[src/mdu_pkg.sv]
`default_nettype none

package mdu_pkg;

	//////////////////////////////////////////////////
	// Widths and iteration count
	//////////////////////////////////////////////////

	localparam int xlen = 64; // One machine word
	localparam int iter_count = xlen; // One quotient or product bit per iteration

	// Counter holds iter_count itself, so one bit more than log2(xlen)
	localparam int cnt_width = 7;

	//////////////////////////////////////////////////
	// Operations and controller states
	//////////////////////////////////////////////////

	// Multiply group first, then the divide group, so bit 2 marks a division
	typedef enum logic [2:0] {
		op_mul    = 3'd0, // Low half of the product
		op_mulh   = 3'd1, // High half, both operands signed
		op_mulhsu = 3'd2, // High half, op1 signed and op2 unsigned
		op_mulhu  = 3'd3, // High half, both operands unsigned
		op_div    = 3'd4,
		op_divu   = 3'd5,
		op_rem    = 3'd6,
		op_remu   = 3'd7
	} mdu_op_t;

	typedef enum logic [1:0] {
		st_idle = 2'd0,
		st_run  = 2'd1, // Load cycle followed by the iterations
		st_done = 2'd2
	} mdu_state_t;

endpackage

`default_nettype wire

[src/mdu_ctrl.sv]
`timescale 1ns/10ps
`default_nettype none

module mdu_ctrl (
	input  logic clk,
	input  logic reset,
	input  logic start,
	input  logic flush,
	output logic busy,
	output logic load,
	output logic step,
	output logic finish,
	output logic done
);
	import mdu_pkg::*;

	mdu_state_t state;
	logic [cnt_width-1:0] cnt;
	logic accept;

	// A start is taken only from idle, and a flush in the same cycle cancels it
	assign accept = (state == st_idle) && start && !flush;

	//////////////////////////////////////////////////
	// Sequencing
	//////////////////////////////////////////////////

	always_ff @(posedge clk) begin
		if (reset) begin
			state <= st_idle;
			cnt <= '0;
			load <= 1'b0;
		end else if (flush) begin
			state <= st_idle; // Abandon whatever is in flight
			cnt <= '0;
			load <= 1'b0;
		end else begin
			load <= accept;
			case (state)
				st_idle: begin
					if (accept) begin
						state <= st_run;
						cnt <= cnt_width'(iter_count);
					end
				end
				st_run: begin
					if (step) begin
						cnt <= cnt - 1'b1;
					end
					if (finish) begin
						state <= st_done;
					end
				end
				st_done: begin
					state <= st_idle; // Done lasts exactly one cycle
				end
				default: begin
					state <= st_idle;
				end
			endcase
		end
	end

	//////////////////////////////////////////////////
	// Outputs
	//////////////////////////////////////////////////

	// The load cycle sits inside st_run but runs no iteration
	assign step = (state == st_run) && !load && (cnt != '0);

	// Keeps the result register untouched when a flush arrives at the last moment
	assign finish = (state == st_run) && !load && (cnt == '0) && !flush;

	assign done = (state == st_done);
	assign busy = (state != st_idle);

endmodule

`default_nettype wire

[src/mdu_top.sv]
`timescale 1ns/10ps
`default_nettype none

module mdu_top (
	input  logic                    clk,
	input  logic                    reset,
	input  logic                    start,
	input  logic                    flush,
	input  logic                    word,
	input  mdu_pkg::mdu_op_t        op,
	input  logic [mdu_pkg::xlen-1:0] op1,
	input  logic [mdu_pkg::xlen-1:0] op2,
	output logic                    busy,
	output logic                    done,
	output logic [mdu_pkg::xlen-1:0] result
);
	import mdu_pkg::*;

	logic load;
	logic step;
	logic finish;
	logic [xlen-1:0] mag1;
	logic [xlen-1:0] mag2;
	logic [xlen-1:0] op1_ext;
	logic neg1;
	logic neg2;
	logic div_sel;
	logic div_zero;
	logic word_q;
	mdu_op_t op_q;
	logic [xlen-1:0] quo;
	logic [xlen-1:0] rem;
	logic [2*xlen-1:0] prod;

	//////////////////////////////////////////////////
	// Control
	//////////////////////////////////////////////////

	mdu_ctrl ctrl (.clk(clk), .reset(reset), .start(start), .flush(flush), .busy(busy),
		.load(load), .step(step), .finish(finish), .done(done));

	//////////////////////////////////////////////////
	// Datapath
	//////////////////////////////////////////////////

	operand_prep prep (.clk(clk), .reset(reset), .load(load), .op(op), .word(word),
		.op1(op1), .op2(op2), .mag1(mag1), .mag2(mag2), .op1_ext(op1_ext),
		.neg1(neg1), .neg2(neg2), .div_sel(div_sel), .div_zero(div_zero),
		.word_q(word_q), .op_q(op_q));

	// Both arithmetic blocks see every step, div_sel decides which one moves
	shift_divider divider (.clk(clk), .reset(reset), .load(load), .step(step),
		.div_sel(div_sel), .mag1(mag1), .mag2(mag2), .quo(quo), .rem(rem));

	shift_multiplier multiplier (.clk(clk), .reset(reset), .load(load), .step(step),
		.div_sel(div_sel), .mag1(mag1), .mag2(mag2), .prod(prod));

	result_fixup fixup (.clk(clk), .reset(reset), .finish(finish), .op_q(op_q),
		.word_q(word_q), .neg1(neg1), .neg2(neg2), .div_zero(div_zero),
		.op1_ext(op1_ext), .quo(quo), .rem(rem), .prod(prod), .result(result));

endmodule

`default_nettype wire

[src/operand_prep.sv]
`timescale 1ns/10ps
`default_nettype none

module operand_prep (
	input  logic                    clk,
	input  logic                    reset,
	input  logic                    load,
	input  mdu_pkg::mdu_op_t        op,
	input  logic                    word,
	input  logic [mdu_pkg::xlen-1:0] op1,
	input  logic [mdu_pkg::xlen-1:0] op2,
	output logic [mdu_pkg::xlen-1:0] mag1,
	output logic [mdu_pkg::xlen-1:0] mag2,
	output logic [mdu_pkg::xlen-1:0] op1_ext,
	output logic                    neg1,
	output logic                    neg2,
	output logic                    div_sel,
	output logic                    div_zero,
	output logic                    word_q,
	output mdu_pkg::mdu_op_t        op_q
);
	import mdu_pkg::*;

	logic sign1;
	logic sign2;
	logic is_div;
	logic [xlen-1:0] ext1;
	logic [xlen-1:0] ext2;
	logic [xlen-1:0] abs1;
	logic [xlen-1:0] abs2;

	// MUL is treated as signed, the low half comes out the same either way
	always_comb begin
		sign1 = 1'b0;
		sign2 = 1'b0;
		is_div = 1'b0;
		case (op)
			op_mul, op_mulh: begin
				sign1 = 1'b1;
				sign2 = 1'b1;
			end
			op_mulhsu: sign1 = 1'b1;
			op_div, op_rem: begin
				sign1 = 1'b1;
				sign2 = 1'b1;
				is_div = 1'b1;
			end
			op_divu, op_remu: is_div = 1'b1;
			default: is_div = 1'b0;
		endcase
	end

	// Word operands are sign- or zero-extended from bit 31 by signedness
	assign ext1 = word ? {{(xlen-32){sign1 & op1[31]}}, op1[31:0]} : op1;
	assign ext2 = word ? {{(xlen-32){sign2 & op2[31]}}, op2[31:0]} : op2;

	assign abs1 = (sign1 && ext1[xlen-1]) ? -ext1 : ext1;
	assign abs2 = (sign2 && ext2[xlen-1]) ? -ext2 : ext2;

	always_ff @(posedge clk) begin
		if (reset) begin
			neg1 <= 1'b0;
			neg2 <= 1'b0;
			div_sel <= 1'b0;
			div_zero <= 1'b0;
			word_q <= 1'b0;
			op_q <= op_mul;
		end else if (load) begin
			neg1 <= sign1 & ext1[xlen-1];
			neg2 <= sign2 & ext2[xlen-1];
			div_sel <= is_div;
			div_zero <= (ext2 == '0);
			word_q <= word;
			op_q <= op;
		end
	end

	always_ff @(posedge clk) begin
		if (load) begin
			mag1 <= abs1;
			mag2 <= abs2;
			op1_ext <= ext1; // Becomes the remainder on a divide by zero
		end
	end

endmodule

`default_nettype wire

[src/result_fixup.sv]
`timescale 1ns/10ps
`default_nettype none

module result_fixup (
	input  logic                      clk,
	input  logic                      reset,
	input  logic                      finish,
	input  mdu_pkg::mdu_op_t          op_q,
	input  logic                      word_q,
	input  logic                      neg1,
	input  logic                      neg2,
	input  logic                      div_zero,
	input  logic [mdu_pkg::xlen-1:0]   op1_ext,
	input  logic [mdu_pkg::xlen-1:0]   quo,
	input  logic [mdu_pkg::xlen-1:0]   rem,
	input  logic [2*mdu_pkg::xlen-1:0] prod,
	output logic [mdu_pkg::xlen-1:0]   result
);
	import mdu_pkg::*;

	logic [2*xlen-1:0] prod_s;
	logic [xlen-1:0] quo_s;
	logic [xlen-1:0] rem_s;
	logic [xlen-1:0] sel;
	logic [xlen-1:0] sel_ext;

	assign prod_s = (neg1 ^ neg2) ? -prod : prod;

	// Divide by zero bypasses the magnitude result
	assign quo_s = div_zero ? '1 : ((neg1 ^ neg2) ? -quo : quo);
	assign rem_s = div_zero ? op1_ext : (neg1 ? -rem : rem); // Remainder follows the dividend

	always_comb begin
		case (op_q)
			op_mul: sel = prod_s[xlen-1:0];
			op_mulh, op_mulhsu, op_mulhu: sel = prod_s[2*xlen-1:xlen];
			op_div, op_divu: sel = quo_s;
			default: sel = rem_s;
		endcase
	end

	assign sel_ext = word_q ? {{(xlen-32){sel[31]}}, sel[31:0]} : sel;

	// Held until the next finish
	always_ff @(posedge clk) begin
		if (reset) begin
			result <= '0;
		end else if (finish) begin
			result <= sel_ext;
		end
	end

endmodule

`default_nettype wire

[src/shift_divider.sv]
`timescale 1ns/10ps
`default_nettype none

module shift_divider (
	input  logic                    clk,
	input  logic                    reset,
	input  logic                    load,
	input  logic                    step,
	input  logic                    div_sel,
	input  logic [mdu_pkg::xlen-1:0] mag1,
	input  logic [mdu_pkg::xlen-1:0] mag2,
	output logic [mdu_pkg::xlen-1:0] quo,
	output logic [mdu_pkg::xlen-1:0] rem
);
	import mdu_pkg::*;

	logic first_step;
	logic [2*xlen-1:0] part_q; // Remainder on top, unused dividend bits below
	logic [xlen-1:0] quo_q;
	logic [2*xlen-1:0] part_cur;
	logic [xlen:0] diff;
	logic diff_neg;

	// Magnitudes are registered on the load edge, so the first step reads them directly
	always_ff @(posedge clk) begin
		if (reset) begin
			first_step <= 1'b0;
		end else if (load) begin
			first_step <= 1'b1;
		end else if (step) begin
			first_step <= 1'b0;
		end
	end

	assign part_cur = first_step ? {{xlen{1'b0}}, mag1} : part_q;

	//////////////////////////////////////////////////
	// One restoring iteration
	//////////////////////////////////////////////////

	// Trial subtract from the remainder shifted left by one dividend bit
	assign diff = part_cur[2*xlen-1:xlen-1] - {1'b0, mag2};
	assign diff_neg = diff[xlen];

	always_ff @(posedge clk) begin
		if (step && div_sel) begin
			if (diff_neg) begin
				part_q <= {part_cur[2*xlen-2:0], 1'b0}; // Restore by keeping the shift only
			end else begin
				part_q <= {diff[xlen-1:0], part_cur[xlen-2:0], 1'b0};
			end
			quo_q <= {quo_q[xlen-2:0], !diff_neg};
		end
	end

	assign quo = quo_q;
	assign rem = part_q[2*xlen-1:xlen];

endmodule

`default_nettype wire

[src/shift_multiplier.sv]
`timescale 1ns/10ps
`default_nettype none

module shift_multiplier (
	input  logic                      clk,
	input  logic                      reset,
	input  logic                      load,
	input  logic                      step,
	input  logic                      div_sel,
	input  logic [mdu_pkg::xlen-1:0]   mag1,
	input  logic [mdu_pkg::xlen-1:0]   mag2,
	output logic [2*mdu_pkg::xlen-1:0] prod
);
	import mdu_pkg::*;

	logic first_step;
	logic [xlen-1:0] acc_q;
	logic [xlen-1:0] mplr_q; // Low product bits fill in from the top as it drains
	logic [xlen-1:0] acc_cur;
	logic [xlen-1:0] mplr_cur;
	logic [xlen-1:0] addend;
	logic [xlen:0] sum;

	always_ff @(posedge clk) begin
		if (reset) begin
			first_step <= 1'b0;
		end else if (load) begin
			first_step <= 1'b1;
		end else if (step) begin
			first_step <= 1'b0;
		end
	end

	// First iteration starts from a clear accumulator and the fresh multiplier
	assign acc_cur = first_step ? '0 : acc_q;
	assign mplr_cur = first_step ? mag2 : mplr_q;

	//////////////////////////////////////////////////
	// Add and shift
	//////////////////////////////////////////////////

	assign addend = mplr_cur[0] ? mag1 : '0;
	assign sum = {1'b0, acc_cur} + {1'b0, addend}; // Carry kept for the shift

	always_ff @(posedge clk) begin
		if (step && !div_sel) begin
			acc_q <= sum[xlen:1];
			mplr_q <= {sum[0], mplr_cur[xlen-1:1]};
		end
	end

	assign prod = {acc_q, mplr_q};

endmodule

`default_nettype wire
[config.mk]
export PLATFORM = sky130hd
export DESIGN_NAME = mdu_top
export DESIGN_NICKNAME = d
export VERILOG_FILES = /design/src/mdu_pkg.sv /design/src/mdu_ctrl.sv /design/src/mdu_top.sv /design/src/operand_prep.sv /design/src/result_fixup.sv /design/src/shift_divider.sv /design/src/shift_multiplier.sv
export SDC_FILE = /design/constraint.sdc
export NUM_CORES = 2
export LEC_CHECK = 0
export ABC_CLOCK_PERIOD_IN_PS = 12900
export BUFFER_PORTS_ARGS = -buffer_cell sky130_fd_sc_hd__buf_4
export CORE_UTILIZATION = 27
export DETAILED_ROUTE_END_ITERATION = 10
export PLACE_DENSITY = 0.44
export SLEW_MARGIN = 20
export SYNTH_ARGS = -nofsm -noshare
export SYNTH_HDL_FRONTEND = slang
export SYNTH_HIERARCHICAL = 1
export SYNTH_SLANG_ARGS = --single-unit
[constraint.sdc]
create_clock -name clk -period 12.9 [get_ports clk]
set_clock_uncertainty 0.1 [all_clocks]
set_input_delay 1.935 -clock clk [delete_from_list [all_inputs] [get_ports clk]]
set_output_delay 1.935 -clock clk [all_outputs]
set_load 0.005 [all_outputs]
Yosys cells after proc, flatten, opt, wreduce, memory -nomap -nowiden
Index checks and enable logic that the tools add are counted.

storage, ports and cells
  memories kept = 0
  bits in read-only memories = 0
  register bits = 595
  output and inout bits = 66
  latch bits = 0
  logic and storage cells = 105
  bits in writable memories = 0

operators by class
  shifts and indexed selects = 0
  reduce and logical (&&, ||, !) cells = 31
  equal/unequal tests = 16
  multiply operators = 0
  divide/modulo/power cells = 0
  magnitude comparators = 0
  $add $sub $neg = 8
  mux-type cells = 27
  bitwise operators = 5

operators with widths
  operator             count
  $mux 64              12
  $mux 128             3
  $neg 64->64          4
  $pmux 64 s3          1
  $neg 128->128        1
  $add 64x64->65       1
  $sub 65x64->65       1
  $logic_not 64->1     1
  $eq 3x3->1 const B   6
  $mux 7               2
  $pmux 7 s2           1
  $logic_and 1x1->1    10
  $eq 3x2->1 const B   3
  $reduce_or 4->1      2
  $logic_not 7->1      1
  $reduce_bool 7->1    1
  $sub 7x1->7 const B  1
  $eq 3x1->1 const B   2
  $logic_not 3->1      2
  $ne 2x1->1 const B   3
  $reduce_bool 2->1    3
  $mux 1               5
  $reduce_or 5->1      1
  $and 1x1->1          4
  11 further kinds     16

Longest topological paths before layout
  depth in word-level cells = 7
  mapped depth = 17

By module
The synthesis kept the hierarchy.

by module, submodules not included
  module            sequential area each (µm²)  cells an instance  instances  area an instance (µm²)
  shift_divider     5,755.5                     1,107              1          12,602.1
  result_fixup      1,281.2                     1,680              1          11,282.1
  operand_prep      5,895.7                     856                1          9,880.7
  shift_multiplier  3,863.7                     906                1          9,281.4
  mdu_ctrl          200.2                       64                 1          566.8

Worst setup path before layout
OpenSTA, ideal clock, no wires.

  path type = reg2reg
  start = register ctrl.load
  end = register multiplier.acc_q[0], enable pin
  stages on the path, launching flop included = 6
  arrival time = 8,989 ps
  buffers on the path = 0
  required time = 12,182 ps
  setup slack = 3,193 ps
  setup time = 618 ps
  cells stage by stage = dfxtp_1 > nor3b_1 > o21ai_2 > inv_1 > inv_1 > nor2_1

on the way
  cells in the longest elaborated chain, start to end = 4

RTL lines
  what                            line                    source
  start, declared                 mdu_ctrl.sv:10          output logic load,
  start signal, assigned          mdu_ctrl.sv:38          load <= accept;
  $logic_not 1->1                 mdu_ctrl.sv:69          assign step = (state == st_run) && !load && (cnt != '0);
  $logic_and 1x1->1 (2 in a row)  mdu_ctrl.sv:69
  via step                        mdu_top.sv:20           logic step;
  $logic_and 1x1->1               shift_multiplier.sv:46  if (step && !div_sel) begin
  end signal, assigned            shift_multiplier.sv:47  acc_q <= sum[xlen:1];
  end, declared                   shift_multiplier.sv:17  logic [xlen-1:0] acc_q;

The timed path passes the listed nets, and every way through them passes these cells.
A chain may end at the register's enable or synchronous reset.

Worst setup path in the final report
  start = register divider.first_step
  end = register divider.part_q[67], data pin

on the way
  cells in the longest elaborated chain, start to end = 3

RTL lines
  what                    line                 source
  start, declared         shift_divider.sv:17  logic first_step;
  start signal, assigned  shift_divider.sv:27  first_step <= 1'b0;
  start signal, assigned  shift_divider.sv:29  first_step <= 1'b1;
  start signal, assigned  shift_divider.sv:31  first_step <= 1'b0;
  $mux 128 *              shift_divider.sv:35  assign part_cur = first_step ? {{xlen{1'b0}}, mag1} : part_q;
  $sub 65x64->65          shift_divider.sv:42  assign diff = part_cur[2*xlen-1:xlen-1] - {1'b0, mag2};
  $mux 128 *              shift_divider.sv:47  if (diff_neg) begin
  end signal, assigned    shift_divider.sv:48  part_q <= {part_cur[2*xlen-2:0], 1'b0};
  end signal, assigned    shift_divider.sv:50  part_q <= {diff[xlen-1:0], part_cur[xlen-2:0], 1'b0};
  end, declared           shift_divider.sv:18  logic [2*xlen-1:0] part_q;

Every way passes the cells marked *; elsewhere a longest branch is shown, timed or not.

==> flow_summary.toml <==
[status]
outcome = "finished clean"

[die]
start_util_pct = 27.2
core_sq_mm = 0.160
dieHeight_um = 404
row_count = 147
dieArea_sq_mm = 0.163
die_width_um = 404
ios = 202

[yosys]
yosysTopAreaCell = "edfxtp_1"
synthCells = 4613
ys_seq_area_share_pct = 39.0
synth_warnings = 6
synth_most_common_cell = "edfxtp_1"
syn_area_sq_mm = 0.0436
ys_types = 125
syn_avg_cell_area_sq_um = 9.45
ys_ff_latch = 594
mappedNetlistNets = 4886
synth_edf_count = 510
netlist_top_cells_count = "edfxtp_1 (510), nor2_1 (373), nand2_1 (307)"
async_flop_share_pct = 0
synth_ff_type = "edfxtp_1"
synth_area_leaders = "edfxtp_1 (35%), xnor2_1 (4.4%), xor2_1 (4.4%), ha_1 (3.9%), dfxtp_1 (3.9%)"
synth_top_area_share_pct = 35.1

[route]
vias_per_cell = 5.48
routedWlPerCell_um = 26.5
postRouteAntennaNets = 0
first_pass_iters = 8
dr_total_vias = 37671
drtIter0Drc = 3878
finalWirelength_mm = 182
drc = 0

[pwr]
totalPowerFinal_mw = 5.18
pwr_density_cell_mw_per_mm2 = 105
worst_ir_drop_vdd_mv = 0.0755
p_leak_nw = 17.3

[hold_path]
hold_class = "reg2reg"
hold_depth = 2
worstHoldStart = "fixup/result[6]$_SDFFE_PP0P_"
whs_endpoint = "fixup/result[6]$_SDFFE_PP0P_"

[clock_tree]
ctsHoldBuffers = 0
clk_path_buf_depth = 3
htreeDepth = 3
clock_sinks = 594
ctsResizeCount = 0
cts_tree = "done"
cts_buffers = 79
clk_pin_slew_ns = 0.06
post-cts-setup-buffer-count = 0
cts-root-buf = "clkbuf_16"
clk-insertion-delay-late_ns = 0.69

[place]
place_congestion = 0.954
place.port_buffers = 201
dp_hpwl_mm = 141
dp.cells = 6729
dpl_worst_slack_ns = 7.16
dpl_cell_area_sq_mm = 0.0468

[cells_and_area]
drive_above_1_share_pct = 14.6
n_antenna_cell = 0
layoutNonFillerInstCount = 6871
stdcell_area_sq_mm = 0.0493
nNetsFinal = 4923
areaGrowthSynthToFinish_pct = 13.1

[setup_path]
crit_path_max_incr_delay_ns = 0.68
path_max_fanout = 64
cp-end-kind = "flip-flop"
critPathBufInv = 2
crit_chain = "buf_4 > nor2b_1 > ha_1 > and3_4 > a21boi_4 > or3_4 > o2111ai_2 > a21boi_2 > o21ai_2 > a21oi_2 > o21ai_0 > o2111ai_4 > inv_8 > mux2_2"
reg2reg_depth = 14
cp_top_family = "compound AO/OA/AOI/OAI gates"
cp_slowest_cell = "buf_4"
timing.rr.start = "divider/first_step$_SDFFE_PP0P_"
critPathLaunchType = "flip-flop"
cp.required_ns = 13.22
path_class = "reg2reg"
rrSetupSlack_ns = 7.23
arrival_ns = 5.99
r2r_end = "divider/part_q[67]$_DFFE_PP_"

[grt]
grt_overflow = 0
grt_pass1_wl_mm = 259
grt.total_usage_pct = 21.7
antenna_found_initial = 4
grt_pass1_vias = 36115
grt_max_degree = 76

[sta]
finalSetupTns_ns = 0
finalHoldViolations = 0
layout_worst_path_cycle_share_pct = 44.0
slew_viol_final = 0
setup_viol = 0
rsz0062_at_grt = "false"
min_period_ns = 5.67
finalWorstSetupSlack_ns = 7.23
tightest_slew_ns = 1.17
max_slew_margin_pct = 21.3
fmax_mhz = 176

[job]
maxCapViolCount = 0
[report_power, final]
part,internal [mW],total (mW),switching (mW)
logic,0.304,0.755,0.451
clock network,1.28,2.22,0.939
registers,2.14,2.21,0.0637
[layout make-up]
| cell class | instances | area, sq um |
|---|---|---|
| Inverter | 159 | 604 |
| Sequential cell | 594 | 17000 |
| Clock buffer | 95 | 2100 |
| Clock inverter | 47 | 444 |
| Multi-Input combinational cell | 3547 | 24400 |
| Tap cell | 2160 | 2700 |
| Timing Repair Buffer | 269 | 2020 |
| Fill cell | 16906 | 111000 |
[tightest hold or removal path: cells and delay by family, from the launching register on]
kind,cells,cell delay [ns]
flip-flops,1,0.32
AND/OR/NAND/NOR,2,0.13
[through the flow]
stage	utilization, %	hold WS [ns]
6_report	30.8	0.393
3_3_place_gp	29.2	0.373
4_1_cts	30.8	0.395
3_5_place_dp	29.2	0.383
2_1_floorplan	-	0.349
5_1_grt	30.8	0.407
[cell usage in the layout (no fill, tap or decap), drive strengths merged, types with 26 or more instances in the layout]
| cell type | Yosys | layout |
|---|---|---|
| a221oi | 26 | 26 |
| xnor2 | 217 | 217 |
| nand4 | 80 | 80 |
| clkinv | 0 | 38 |
| o31ai | 54 | 54 |
| clkbuf | 177 | 95 |
| buf | 136 | 269 |
| ha | 135 | 135 |
| nand2b | 34 | 34 |
| or4 | 51 | 51 |
| or3 | 50 | 50 |
| nor2 | 374 | 374 |
| edfxtp | 510 | 510 |
| a31oi | 87 | 87 |
| a21o | 66 | 66 |
| nand3 | 67 | 67 |
| xor2 | 217 | 217 |
| a211oi | 39 | 39 |
| mux2 | 194 | 194 |
| inv | 159 | 160 |
| a311oi | 40 | 40 |
| nor2b | 224 | 224 |
| nand2 | 307 | 307 |
| dfxtp | 84 | 84 |
| a41oi | 31 | 31 |
| o21bai | 31 | 31 |
| nor3 | 149 | 149 |
| and3 | 33 | 33 |
| a21oi | 303 | 303 |
| nor4 | 110 | 110 |
| o41ai | 41 | 41 |
| o21ai | 263 | 263 |
| o211ai | 31 | 31 |
[logic make-up after synthesis]
family / synth area share [%]
multiplexers: 6.00
adder cells (fa/ha/maj): 3.96
AND/OR/NAND/NOR: 19.1
flip-flops: 39.0
XOR/XNOR: 8.72
AO/OA/AOI/OAI: 18.1
buffers and inverters: 5.17
[how the worst max path moves through the flow]
stage	from	endpoint	slack [ns]	depth (start not counted)
floorplan	ctrl/load$_SDFF_PP0_	multiplier/acc_q[0]$_DFFE_PP_	3.19	5
detailed placement	flush	fixup/result[54]$_SDFFE_PP0P_	7.16	9
global placement	flush	fixup/result[54]$_SDFFE_PP0P_	7.22	9
finish	divider/first_step$_SDFFE_PP0P_	divider/part_q[67]$_DFFE_PP_	7.23	14
global route	multiplier/first_step$_SDFFE_PP0P_	multiplier/acc_q[63]$_DFFE_PP_	6.91	15
CTS	divider/first_step$_SDFFE_PP0P_	divider/part_q[67]$_DFFE_PP_	7.26	14
[per-layer routing]
layer / wire length, um / track usage [%] / up-vias
met2: 85700 / 35.9 / 1477
met4: 6390 / 7.80 / 4
li1: - / - / 17291
met5: 15 / 0 / -
met3: 12300 / 3.17 / 245
met1: 77500 / 28.6 / 18654
[flip-flops by register name, indices dropped and copies added, names as in the netlist, 7 cells and up]
signal             flops
prep/mag2             64
multiplier/acc_q      64
fixup/result          64
divider/part_q       127
ctrl/cnt               7
prep/mag1             64
divider/quo           64
multiplier/mplr_q     64
prep/op1_ext          63
(Power assumes the default switching activity.)
